## src/cache_pkg.sv

```systemverilog
// Shared widths and address layout for the cache
// One data word per line so an address holds only tag and index
// Way count is a module parameter and defaults to default_ways
`default_nettype none

package cache_pkg;

    // ====================
    // Widths
    // ====================
    localparam int addr_w  = 16;
    localparam int data_w  = 32;
    // 16 sets
    localparam int index_w = 4;
    localparam int tag_w   = addr_w - index_w;

    // Default associativity for the top level
    localparam int default_ways = 4;

    // ====================
    // Address views
    // ====================
    // Raw word for the memory port
    // Tag above index for the arrays
    typedef union packed {
        logic [addr_w-1:0] raw;
        struct packed {
            logic [tag_w-1:0]   tag;
            logic [index_w-1:0] index;
        } fields;
    } cache_addr_t;

    // One history bit per way pair
    function automatic int use_history_w(input int n_ways);
        return (n_ways * (n_ways - 1)) / 2;
    endfunction

endpackage

`default_nettype wire

```

## src/lru_update.sv

```systemverilog
// Matrix true LRU for one set
// History bit set when the lower-numbered way of a pair is the older one
// All-zero history makes the highest way the LRU way
// Needs ways of 2 or more
`timescale 1ns/1ps
`default_nettype none

module lru_update #(
    parameter int ways = cache_pkg::default_ways
) (
    input  logic [cache_pkg::use_history_w(ways)-1:0] use_history,
    input  logic [ways-1:0]                           access,
    output logic [cache_pkg::use_history_w(ways)-1:0] next_use_history,
    output logic [ways-1:0]                           next_lru
);

    // Bit [i][j] set when way i is older than way j
    logic [ways-1:0] order [ways];

    always_comb begin
        int base;

        // ====================
        // Expand history
        // ====================
        base = 0;
        for (int i = 0; i < ways; i++) begin
            // Diagonal counts as older so a full row marks the LRU way
            order[i][i] = 1'b1;
            for (int j = i + 1; j < ways; j++) begin
                order[i][j] = use_history[base + j - i - 1];
            end
            base = base + ways - i - 1;
        end
        // Lower triangle mirrors the upper one
        for (int i = 1; i < ways; i++) begin
            for (int j = 0; j < i; j++) begin
                order[i][j] = ~order[j][i];
            end
        end

        // ====================
        // Apply access
        // ====================
        for (int i = 0; i < ways; i++) begin
            if (access[i]) begin
                for (int j = 0; j < ways; j++) begin
                    if (j != i) begin
                        // Accessed way becomes newer than every other
                        order[i][j] = 1'b0;
                        order[j][i] = 1'b1;
                    end
                end
            end
        end

        // Repack upper triangle
        base = 0;
        for (int i = 0; i < ways; i++) begin
            for (int j = i + 1; j < ways; j++) begin
                next_use_history[base + j - i - 1] = order[i][j];
            end
            base = base + ways - i - 1;
        end

        // Oldest way has an all-ones row
        for (int i = 0; i < ways; i++) begin
            next_lru[i] = &order[i];
        end
    end

endmodule

`default_nettype wire

```

## src/lru_state_array.sv

```systemverilog
// Per-set LRU history storage
// lru_way shows the history after the gated access of this cycle
// Reset zeroes every history
`timescale 1ns/1ps
`default_nettype none

module lru_state_array #(
    parameter int ways = cache_pkg::default_ways
) (
    input  logic                          clk,
    input  logic                          rst_n,
    input  logic [cache_pkg::index_w-1:0] index,
    input  logic                          touch,
    input  logic [ways-1:0]               touch_way,
    output logic [ways-1:0]               lru_way
);

    import cache_pkg::*;

    localparam int sets   = 1 << index_w;
    localparam int hist_w = use_history_w(ways);

    logic [hist_w-1:0] hist_q [sets];
    logic [hist_w-1:0] hist_next;
    // No access unless the controller strobes touch
    logic [ways-1:0]   access;

    assign access = {ways{touch}} & touch_way;

    lru_update #(
        .ways(ways)
    ) u_lru_update (
        .use_history      (hist_q[index]),
        .access           (access),
        .next_use_history (hist_next),
        .next_lru         (lru_way)
    );

    // Write back only the addressed set
    always_ff @(posedge clk) begin
        if (!rst_n) begin
            for (int s = 0; s < sets; s++) begin
                hist_q[s] <= '0;
            end
        end else if (touch) begin
            hist_q[index] <= hist_next;
        end
    end

endmodule

`default_nettype wire

```

## src/tag_array.sv

```systemverilog
// Valid and tag storage for every way and set
// Hit compare and free-way search are combinational on the current set
// Reset clears valid bits only
`timescale 1ns/1ps
`default_nettype none

module tag_array #(
    parameter int ways = cache_pkg::default_ways
) (
    input  logic                          clk,
    input  logic                          rst_n,
    input  logic [cache_pkg::index_w-1:0] index,
    input  logic [cache_pkg::tag_w-1:0]   tag,
    input  logic                          fill,
    input  logic [ways-1:0]               fill_way,
    output logic [ways-1:0]               hit_way,
    output logic [ways-1:0]               free_way
);

    import cache_pkg::*;

    localparam int sets = 1 << index_w;

    logic [sets-1:0]  valid_q [ways];
    logic [tag_w-1:0] tag_q   [ways][sets];

    // ====================
    // Lookup
    // ====================
    always_comb begin
        logic found;

        found = 1'b0;
        for (int w = 0; w < ways; w++) begin
            hit_way[w]  = valid_q[w][index] && (tag_q[w][index] == tag);
            // Lowest invalid way wins
            free_way[w] = !valid_q[w][index] && !found;
            found       = found || !valid_q[w][index];
        end
    end

    // ====================
    // Fill
    // ====================
    always_ff @(posedge clk) begin
        if (!rst_n) begin
            for (int w = 0; w < ways; w++) begin
                valid_q[w] <= '0;
            end
        end else if (fill) begin
            for (int w = 0; w < ways; w++) begin
                if (fill_way[w]) begin
                    valid_q[w][index] <= 1'b1;
                end
            end
        end
    end

    // Tags follow the valid bit write
    always_ff @(posedge clk) begin
        if (fill) begin
            for (int w = 0; w < ways; w++) begin
                if (fill_way[w]) begin
                    tag_q[w][index] <= tag;
                end
            end
        end
    end

endmodule

`default_nettype wire

```

## src/data_array.sv

```systemverilog
// One data word per way and set
// Read is combinational and OR-selected by a one-hot way vector
// Zero read way gives zero data
`timescale 1ns/1ps
`default_nettype none

module data_array #(
    parameter int ways = cache_pkg::default_ways
) (
    input  logic                          clk,
    input  logic [cache_pkg::index_w-1:0] index,
    input  logic                          wen,
    input  logic [ways-1:0]               wway,
    input  logic [cache_pkg::data_w-1:0]  wdata,
    input  logic [ways-1:0]               rway,
    output logic [cache_pkg::data_w-1:0]  rdata
);

    import cache_pkg::*;

    localparam int sets = 1 << index_w;

    logic [data_w-1:0] mem_q [ways][sets];

    // Write selected way of the current set
    always_ff @(posedge clk) begin
        if (wen) begin
            for (int w = 0; w < ways; w++) begin
                if (wway[w]) begin
                    mem_q[w][index] <= wdata;
                end
            end
        end
    end

    // AND-OR read mux
    always_comb begin
        rdata = '0;
        for (int w = 0; w < ways; w++) begin
            if (rway[w]) begin
                rdata = rdata | mem_q[w][index];
            end
        end
    end

endmodule

`default_nettype wire

```

## src/cache_ctrl.sv

```systemverilog
// Blocking cache controller with one request in flight
// Reads allocate on a miss and writes go through without allocating
// mem_wdata carries mem_rdata during reads as the fill data path
// Read hits finish in the lookup cycle and all else waits for mem_ack
`timescale 1ns/1ps
`default_nettype none

module cache_ctrl #(
    parameter int ways = cache_pkg::default_ways
) (
    input  logic                          clk,
    input  logic                          rst_n,
    input  logic                          req,
    input  logic                          we,
    input  cache_pkg::cache_addr_t        addr,
    input  logic [cache_pkg::data_w-1:0]  wdata,
    output logic                          busy,
    output logic                          done,
    output logic                          hit,
    output logic [cache_pkg::data_w-1:0]  rdata,
    output logic                          mem_rd,
    output logic                          mem_wr,
    output logic [cache_pkg::addr_w-1:0]  mem_addr,
    output logic [cache_pkg::data_w-1:0]  mem_wdata,
    input  logic                          mem_ack,
    input  logic [cache_pkg::data_w-1:0]  mem_rdata,
    output logic [cache_pkg::index_w-1:0] index,
    output logic [cache_pkg::tag_w-1:0]   tag,
    input  logic [ways-1:0]               hit_way,
    input  logic [ways-1:0]               free_way,
    input  logic [ways-1:0]               lru_way,
    output logic                          fill,
    output logic [ways-1:0]               fill_way,
    output logic                          data_wen,
    output logic [ways-1:0]               data_way,
    output logic                          touch,
    output logic [ways-1:0]               touch_way,
    input  logic [cache_pkg::data_w-1:0]  array_rdata
);

    import cache_pkg::*;

    localparam logic [1:0] st_idle   = 2'd0;
    localparam logic [1:0] st_lookup = 2'd1;
    localparam logic [1:0] st_mem    = 2'd2;
    localparam logic [1:0] st_done   = 2'd3;

    logic [1:0]        state_q;
    logic [1:0]        state_next;
    // Captured request
    cache_addr_t       addr_q;
    logic              we_q;
    logic [data_w-1:0] wdata_q;
    // Lookup outcome kept for the memory phase
    logic              hit_q;
    logic [ways-1:0]   way_q;
    logic              in_lookup;
    logic              lookup_hit;
    logic              read_hit;
    logic              ack_now;
    logic [ways-1:0]   victim;

    assign in_lookup  = (state_q == st_lookup);
    assign lookup_hit = |hit_way;
    assign read_hit   = in_lookup && lookup_hit && !we_q;
    assign ack_now    = (state_q == st_mem) && mem_ack;
    // Free way first and LRU way when the set is full
    assign victim     = (free_way != '0) ? free_way : lru_way;

    // ====================
    // FSM
    // ====================
    always_comb begin
        state_next = state_q;
        case (state_q)
            st_idle:   if (req) state_next = st_lookup;
            st_lookup: state_next = read_hit ? st_idle : st_mem;
            st_mem:    if (mem_ack) state_next = st_done;
            st_done:   state_next = st_idle;
            default:   state_next = st_idle;
        endcase
    end

    always_ff @(posedge clk) begin
        if (!rst_n) begin
            state_q <= st_idle;
        end else begin
            state_q <= state_next;
        end
    end

    // Request only taken while idle
    always_ff @(posedge clk) begin
        if ((state_q == st_idle) && req) begin
            addr_q  <= addr;
            we_q    <= we;
            wdata_q <= wdata;
        end
        if (in_lookup) begin
            hit_q <= lookup_hit;
            // Writes update only the hit way
            way_q <= we_q ? hit_way : victim;
        end
    end

    // ====================
    // Outputs
    // ====================
    assign busy  = (state_q != st_idle);
    assign done  = read_hit || (state_q == st_done);
    assign hit   = in_lookup ? lookup_hit : hit_q;
    // After a fill the array already holds mem_rdata
    assign rdata = array_rdata;

    // Pulses in the lookup cycle
    assign mem_rd    = in_lookup && !we_q && !lookup_hit;
    assign mem_wr    = in_lookup && we_q;
    // Held by addr_q until the ack
    assign mem_addr  = addr_q.raw;
    assign mem_wdata = we_q ? wdata_q : mem_rdata;

    assign index = addr_q.fields.index;
    assign tag   = addr_q.fields.tag;

    // Array updates on the ack edge
    assign fill      = ack_now && !we_q;
    assign fill_way  = way_q;
    assign data_wen  = ack_now && (!we_q || hit_q);
    assign data_way  = in_lookup ? hit_way : way_q;
    assign touch     = read_hit || data_wen;
    assign touch_way = data_way;

endmodule

`default_nettype wire

```

## src/set_assoc_cache.sv

```systemverilog
// Set-associative cache top level with write-through and read allocate
// Requester and memory ports are plain strobes and levels
// ways must be 2 or more
`timescale 1ns/1ps
`default_nettype none

module set_assoc_cache #(
    parameter int ways = cache_pkg::default_ways
) (
    input  logic                         clk,
    input  logic                         rst_n,
    input  logic                         req,
    input  logic                         we,
    input  logic [cache_pkg::addr_w-1:0] addr,
    input  logic [cache_pkg::data_w-1:0] wdata,
    output logic                         busy,
    output logic                         done,
    output logic                         hit,
    output logic [cache_pkg::data_w-1:0] rdata,
    output logic                         mem_rd,
    output logic                         mem_wr,
    output logic [cache_pkg::addr_w-1:0] mem_addr,
    output logic [cache_pkg::data_w-1:0] mem_wdata,
    input  logic                         mem_ack,
    input  logic [cache_pkg::data_w-1:0] mem_rdata
);

    import cache_pkg::*;

    logic [index_w-1:0] index;
    logic [tag_w-1:0]   tag;
    logic [ways-1:0]    hit_way;
    logic [ways-1:0]    free_way;
    logic [ways-1:0]    lru_way;
    logic               fill;
    logic [ways-1:0]    fill_way;
    logic               data_wen;
    logic [ways-1:0]    data_way;
    logic               touch;
    logic [ways-1:0]    touch_way;
    logic [data_w-1:0]  array_rdata;

    // ====================
    // Control
    // ====================
    cache_ctrl #(
        .ways(ways)
    ) u_cache_ctrl (
        .clk         (clk),
        .rst_n       (rst_n),
        .req         (req),
        .we          (we),
        .addr        (addr),
        .wdata       (wdata),
        .busy        (busy),
        .done        (done),
        .hit         (hit),
        .rdata       (rdata),
        .mem_rd      (mem_rd),
        .mem_wr      (mem_wr),
        .mem_addr    (mem_addr),
        .mem_wdata   (mem_wdata),
        .mem_ack     (mem_ack),
        .mem_rdata   (mem_rdata),
        .index       (index),
        .tag         (tag),
        .hit_way     (hit_way),
        .free_way    (free_way),
        .lru_way     (lru_way),
        .fill        (fill),
        .fill_way    (fill_way),
        .data_wen    (data_wen),
        .data_way    (data_way),
        .touch       (touch),
        .touch_way   (touch_way),
        .array_rdata (array_rdata)
    );

    // ====================
    // Arrays
    // ====================
    tag_array #(
        .ways(ways)
    ) u_tag_array (
        .clk      (clk),
        .rst_n    (rst_n),
        .index    (index),
        .tag      (tag),
        .fill     (fill),
        .fill_way (fill_way),
        .hit_way  (hit_way),
        .free_way (free_way)
    );

    // Write data shares the memory write bus
    data_array #(
        .ways(ways)
    ) u_data_array (
        .clk   (clk),
        .index (index),
        .wen   (data_wen),
        .wway  (data_way),
        .wdata (mem_wdata),
        .rway  (data_way),
        .rdata (array_rdata)
    );

    lru_state_array #(
        .ways(ways)
    ) u_lru_state_array (
        .clk       (clk),
        .rst_n     (rst_n),
        .index     (index),
        .touch     (touch),
        .touch_way (touch_way),
        .lru_way   (lru_way)
    );

endmodule

`default_nettype wire

```

## config.mk

```make
export PLATFORM = sky130hd
export DESIGN_NAME = set_assoc_cache
export DESIGN_NICKNAME = d
export VERILOG_FILES = /design/src/cache_pkg.sv /design/src/lru_update.sv /design/src/lru_state_array.sv /design/src/tag_array.sv /design/src/data_array.sv /design/src/cache_ctrl.sv /design/src/set_assoc_cache.sv
export SDC_FILE = /design/constraint.sdc
export NUM_CORES = 2
export LEC_CHECK = 0
export ABC_CLOCK_PERIOD_IN_PS = 7540
export BUFFER_PORTS_ARGS = -buffer_cell sky130_fd_sc_hd__buf_2
export CAP_MARGIN = 20
export CORE_MARGIN = 2
export CORE_UTILIZATION = 25
export DETAILED_ROUTE_END_ITERATION = 6
export RECOVER_POWER = 50
export SLEW_MARGIN = 25
export SYNTH_ARGS = -nofsm -noshare
export SYNTH_HDL_FRONTEND = slang
export SYNTH_SLANG_ARGS = --single-unit
```

## constraint.sdc

```tcl
create_clock -name clk -period 7.54 [get_ports clk]
set_input_delay 1.508 -clock clk [delete_from_list [all_inputs] [get_ports clk]]
set_output_delay 1.508 -clock clk [all_outputs]
set_load 0.02 [all_outputs]
```

# --- Yosys cells after proc, flatten, opt, wreduce, memory -nomap -nowiden ---
# Memories as Yosys holds them, arrays and structs flattened. A register that Yosys moved wholly into a read port is not among the register bits.
# Index checks and enable logic that the tools add are counted.
totals:
  reg_bits: 56
  ramBits: 2976
  inputBits: 85
  wordCells: 312
  memories: 4
memory_table:
  columns: ["memory", "depth", "width", "rd", "rd_clocked_by_memory_dff", "write_ports", "line_no", "rtl"]
  rows:
  - ["u_data_array.mem_q", 4, 512, 4, 0, 4, "data_array.sv:23", "logic [data_w-1:0] mem_q [ways][sets];"]
  - ["u_tag_array.tag_q", 4, 192, 4, 0, 4, "tag_array.sv:25", "logic [tag_w-1:0] tag_q [ways][sets];"]
  - ["u_lru_state_array.hist_q", 16, 6, 1, 1, 16, "lru_state_array.sv:23", "logic [hist_w-1:0] hist_q [sets];"]
  - ["u_tag_array.valid_q", 4, 16, 4, 0, 4, "tag_array.sv:24", "logic [sets-1:0] valid_q [ways];"]
op_classes:
  magnitude_cmp: 4
  n_eq_ne: 9
  mux: 173
  bitwise_logic: 75
  n_reduce_logical: 41
ops:
  columns: ["cell", "count"]
  rows:
  - ["2-to-1 mux 512 bit", 4]
  - ["2-to-1 mux 192 bit", 4]
  - ["binary-select mux 32 bit (select 4 bit)", 4]
  - ["2-to-1 mux 32 bit", 14]
  - ["binary-select mux 12 bit (select 4 bit)", 4]
  - ["demux 32 bit (select 4 bit)", 1]
  - ["2-to-1 mux 1 bit", 109]
  - ["2-to-1 mux 12 bit", 9]
  - ["bitwise OR 32 bit", 3]
  - ["2-to-1 mux 16 bit", 4]
  - ["bitwise OR 1 bit", 64]
  - ["demux 12 bit (select 4 bit)", 1]
  - ["== test 12 bit", 4]
  - ["2-to-1 mux 4 bit", 5]
  - ["logical AND 1 bit", 18]
  - ["binary-select mux 1 bit (select 4 bit)", 4]
  - ["AND reduction 3 bit", 4]
  - ["2-to-1 mux 2 bit", 5]
  - ["logical NOT 1 bit", 8]
  - ["case mux 2 bit (4 select lines)", 1]
  - ["2-to-1 mux 3 bit", 2]
  - ["2-to-1 mux 6 bit", 1]
  - ["NOT 1 bit", 6]
  - ["OR reduction 6 bit", 1]
  - ["other kinds (16)", 22]

# --- Longest topological paths before layout ---
logic_depth:
  depth_word: 16
  ltp_mapped: 17
  depth_no_buf: 10

# --- By module ---
# From an unflattened synthesis, not the netlist that was laid out.
unflattened:
  hier_cells: 5308
  hier_area_um2: 117702.9
by_module_without_submodules:
  columns: ["module", "instances", "cells_each", "area_per_inst_um2"]
  rows:
  - ["data_array", 1, 3260, 77548.1]
  - ["tag_array", 1, 1549, 32857.8]
  - ["lru_state_array", 1, 296, 4458.0]
  - ["cache_ctrl", 1, 187, 2740.1]
  - ["lru_update", 1, 16, 98.8]

# --- Worst setup path after synthesis ---
# No wires, ideal clock.
synth_timing:
  path_type: "register to output"
  start: "register u_cache_ctrl.addr_q, in the netlist u_cache_ctrl.mem_addr[7]"
  end: "output rdata[3] in the netlist's numbering"
  t_arrival_ns: 3.847
  required_ns: 6.032
  path_slack_ns: 2.185
  stages_incl_launch_ff: 13
  n_path_buf: 3
  path_cell_list: "edfxtp_1 > clkbuf_1 > clkbuf_1 > o22ai_1 > a2bb2oi_1 > o2111ai_1 > o32ai_2 > nand4_2 > o31ai_4 > clkbuf_1 > nand2_1 > nand2_1 > a211o_1"
synth_between:
  elab_chain_cells: 10
  elab_cells_between_ends: 16
  cone_classes: "eq/ne (4); mux (5); bitwise (3); reduce/logical (4)"
synth_lines:
  columns: ["item", "line_no", "rtl"]
  rows:
  - ["from (decl)", "cache_ctrl.sv:51", "cache_addr_t addr_q;"]
  - ["from (signal assigned)", "cache_ctrl.sv:95", "addr_q <= addr;"]
  - ["== test 12 bit", "tag_array.sv:35", "hit_way[w] = valid_q[w][index] && (tag_q[w][index] == tag);"]
  - ["logical AND 1 bit", "tag_array.sv:35", null]
  - ["2-to-1 mux 4 bit *", "cache_ctrl.sv:129", "assign data_way = in_lookup ? hit_way : way_q;"]
  - ["2-to-1 mux 32 bit", "data_array.sv:40", "if (rway[w]) begin"]
  - ["bitwise OR 32 bit", "data_array.sv:41", "rdata = rdata | mem_q[w][index];"]
  - ["2-to-1 mux 32 bit", "data_array.sv:40", null]
  - ["bitwise OR 32 bit", "data_array.sv:41", null]
  - ["2-to-1 mux 32 bit", "data_array.sv:40", null]
  - ["bitwise OR 32 bit", "data_array.sv:41", null]
  - ["2-to-1 mux 32 bit *", "data_array.sv:40", null]
  - ["to (decl)", "set_assoc_cache.sv:19", "output logic [cache_pkg::data_w-1:0] rdata,"]
# Every way passes the cells marked *; elsewhere a longest branch is shown, timed or not.

# --- Final worst setup path ---
layout_timing:
  start: "register u_cache_ctrl.addr_q, in the netlist u_cache_ctrl.mem_addr[14]"
  end: "output rdata[26] in the netlist's numbering"
# Same word-level chain as after synthesis.

==> reports/results.txt <==
Status: finished, violations left
Violated checks: capacitance limit, slew limit
First-pass GRT wire length: 480,000 um
Slew HR: -1.34
Unrepaired setup endpoints after global routing: no
Combinational fraction of design power: 0.078
Slowest CP cell: clkbuf_1
Setup_tns: 0 ps
Synthesized Nets: 5,560
Slowest stage delay, CP: 1170 ps
Maximum vdd drop: 0.203 mV
Max-slew violations: 1,950
Delay-heaviest family, CP: buffers and inverters
Post-Synthesis Cells: 5,475
Commonest cells after routing, fill and taps aside: edfxtp_1 (2,981), mux4_2 (801), clkbuf_16 (315)
Initial Utilization: 0.251
Rows: 253
Flop2flop setup slack: 710 ps
#FFs+latches synth: 3,036
Largest net degree at the start of global routing: 137
Avg Inst Size Synth: 21.8 sq um
Main flop type after synthesis: edfxtp_1
Max-cap violation count: 39
EDFF count, synth: 2,981
Crit path time final: 7270 ps
DRC: 0
Synth async-reset ratio: 0
Sequential share of power: 0.513
Skew final: 96.6 ps
CP bufs+invs: 3
WHS: 464 ps
Final instance area: 139,000 sq um
Die Area: 483,000 sq um
GRT met3 Usage: 0.0402
Netlist cell types: 91
I/O Buffers: 169
Post-route ant nets: 0
Starting DRC count in detailed routing: 7,973
Gpl congestion: 0.813
Worst r2r src: u_cache_ctrl.we_q
Cell area power density: 264 nW/um^2
Fin nets: 6,008
Routed WL per cell: 27.6 um
Post-DP HPWL: 213,000 um
DIE HEIGHT: 695 um
Top Usage Layer GRT: met2
Drt first pass iters: 5
Final Routed Wirelength: 347,000 um
Endpoints failing setup: 0
Worst hold path type: reg -> reg
Worst setup margin: 273 ps
Crit path to: rdata[26]
Critical-path cell list: clkbuf_1 > xnor2_1 > a211oi_1 > o2111ai_1 > or4_4 > o21a_2 > buf_4 > nand2b_1 > nand2_1 > a211o_1 > buf_2
Psw: 0.00857 W
Sequential element share of the synthesized area: 0.758
CP Depth: 11
WS Path Type: reg -> out
Crit. End Element: primary output
Initial antenna violation count: 29
Achievable frequency: 138 MHz
Post-synthesis cell area: 119,000 sq um
Met1 Track Usage GR: 0.184
Synth warnings: 0
RR Endpoint: u_data_array.mem_q[2][359]
Clk Latency, worst-skew pair: 980 ps
Commonest non-fill, non-tap cell in the layout: edfxtp_1
Clk sinks: 3,036
Post-CTS Hold Buffers: 0
Worst Reg-to-Reg Cells: 3
Synth-to-Final Area Change: 16.4%
WP data required: 6030 ps
GR Layer Usage met2: 0.222
Die Wd: 695 um
CTS tree: done
Global route overflow: 0
Pre-CTS WS: 1080 ps
CTS buffer count: 309
Startpoint Class: flip-flop
Clock Tree Buf Depth: 4
Htree depth: 5
Clock power frac: 0.409
Layout cell share with drive strength beyond 1: 0.298
Root buf cell: clkbuf_16
Final Hold Fails: 0
Vias in the first global route: 59,819
Critical Path AT: 5760 ps
Vias/cell: 4.75
I/O pin count: 170
Net Sw Frac: 0.233
Core Box Area: 475,000 sq um
Placed inst area: 130,000 sq um
Leakage: 42.5 nW
Worst-margin pin slew: 3520 ps
Critical path fanouts, max: 33
Critical path origin: u_cache_ctrl.mem_addr[14]
Clk slew on worst S/H paths: 60 ps
Pint: 0.0281 W
Routed vias: 59,601
Gr usage total: 0.139
Final Cycle Share: 0.964
## Yosys cell counts (9+ instances only)
library cell,number,share of area
a211o_1,32,0.0023
a21oi_1,32,0.0013
a221oi_1,16,0.0012
a22o_1,9,0.00066
a22oi_1,54,0.0034
and3_1,11,0.00058
buf_1,18,0.00057
buf_2,74,0.0031
buf_4,16,0.0010
buf_6,35,0.0033
buf_8,9,0.0011
clkbuf_1,174,0.0055
dfxtp_1,55,0.0092
edfxtp_1,2981,0.75
inv_1,18,0.00057
mux2_2,76,0.0072
mux2i_1,172,0.014
mux4_2,801,0.15
nand2_1,140,0.0044
nand2b_1,42,0.0022
nand3_1,12,0.00050
nor2_1,263,0.0083
nor2b_1,41,0.0021
nor3_1,46,0.0019
nor3_2,40,0.0034
nor3b_2,42,0.0044
o21ai_0,44,0.0018
o21ai_1,12,0.00050
o221ai_1,10,0.00073
o22ai_1,32,0.0017
xnor2_1,30,0.0022
xor2_1,11,0.00081
## through the flow
stage               instances  power, W   util
global route            12537    0.0378  0.292
CTS                     12529    0.0370  0.293
floorplan                5475    0.0208      -
finish                  12543    0.0367  0.292
detailed placement      11981    0.0221  0.273
global placement        11981    0.0220  0.273
## power groups by stage
stage	Sequential (W)	Clock, W	Combinational [W]
floorplan	0.0192	0	0.00164
global placement	0.0192	0	0.00288
detailed placement	0.0192	0	0.00292
CTS	0.0188	0.0152	0.00293
global route	0.0188	0.0159	0.00302
finish	0.0188	0.0150	0.00287
## repair_timing
| item | 4_1_cts | 5_1_grt |
|---|---|---|
| resized for setup | 0 | 2 |
| setup buffers | 0 | 4 |
| endpoints found under the setup margin | 0 | 3 |
## flip-flops by register name (all words and copies together), names as in the netlist, named ones only
name and cells:
u_tag_array.valid_q 64, u_cache_ctrl.state_q 1, u_cache_ctrl.wdata_q 32, u_cache_ctrl.hit_q 1, u_cache_ctrl.mem_addr 16, u_cache_ctrl.fill_way 4
u_tag_array.tag_q 768, u_cache_ctrl.we_q 1, u_lru_state_array.hist_q 96, u_data_array.mem_q 2048
## routing by layer
| layer | vias to the layer above | share of wire |
|---|---|---|
| met2 | 2872 | 0.47 |
| met3 | 504 | 0.10 |
| met5 | - | 0.00018 |
| met1 | 32343 | 0.40 |
| met4 | 10 | 0.034 |
| li1 | 23872 | - |
## tightest hold or removal path, delay by kind of cell, from the launching register on
family / cells / cell delay, ps
DFF: 1 / 320
and+or+nand+nor: 2 / 120
## worst min-delay path by stage
| stage | end | depth (start not counted) | start |
|---|---|---|---|
| 6_report | u_tag_array.valid_q[2][10] | 2 | u_tag_array.valid_q[2][10] |
| 5_1_grt | u_tag_array.valid_q[0][6] | 2 | u_tag_array.valid_q[0][6] |
| 4_1_cts | u_tag_array.valid_q[2][10] | 2 | u_tag_array.valid_q[2][10] |
| 3_5_place_dp | u_tag_array.valid_q[0][2] | 2 | u_tag_array.valid_q[0][2] |
| 3_3_place_gp | u_tag_array.valid_q[0][14] | 2 | u_tag_array.valid_q[0][14] |
| 2_1_floorplan | u_tag_array.valid_q[0][10] | 2 | u_tag_array.valid_q[0][10] |
## layout make-up
class                      count  area (sq um)
inverter                      23          93.8
fill                       46259        336000
antenna                        8          20.0
tap                         6375          7980
timing repair buffer         465          3070
clock buffer                 379          8140
multi-input combinational   2088         27500
sequential                  3036         90600
clock inverter               169          1560
## cell families after synthesis
| kind of cell | synth area share |
|---|---|
| buffers and inverters | 0.0155 |
| flip-flops | 0.758 |
| XOR/XNOR | 0.00301 |
| multiplexers | 0.173 |
| AO/OA/AOI/OAI | 0.0200 |
| AND/OR/NAND/NOR | 0.0303 |
No activity file was read; power rests on OpenSTA's default activity.
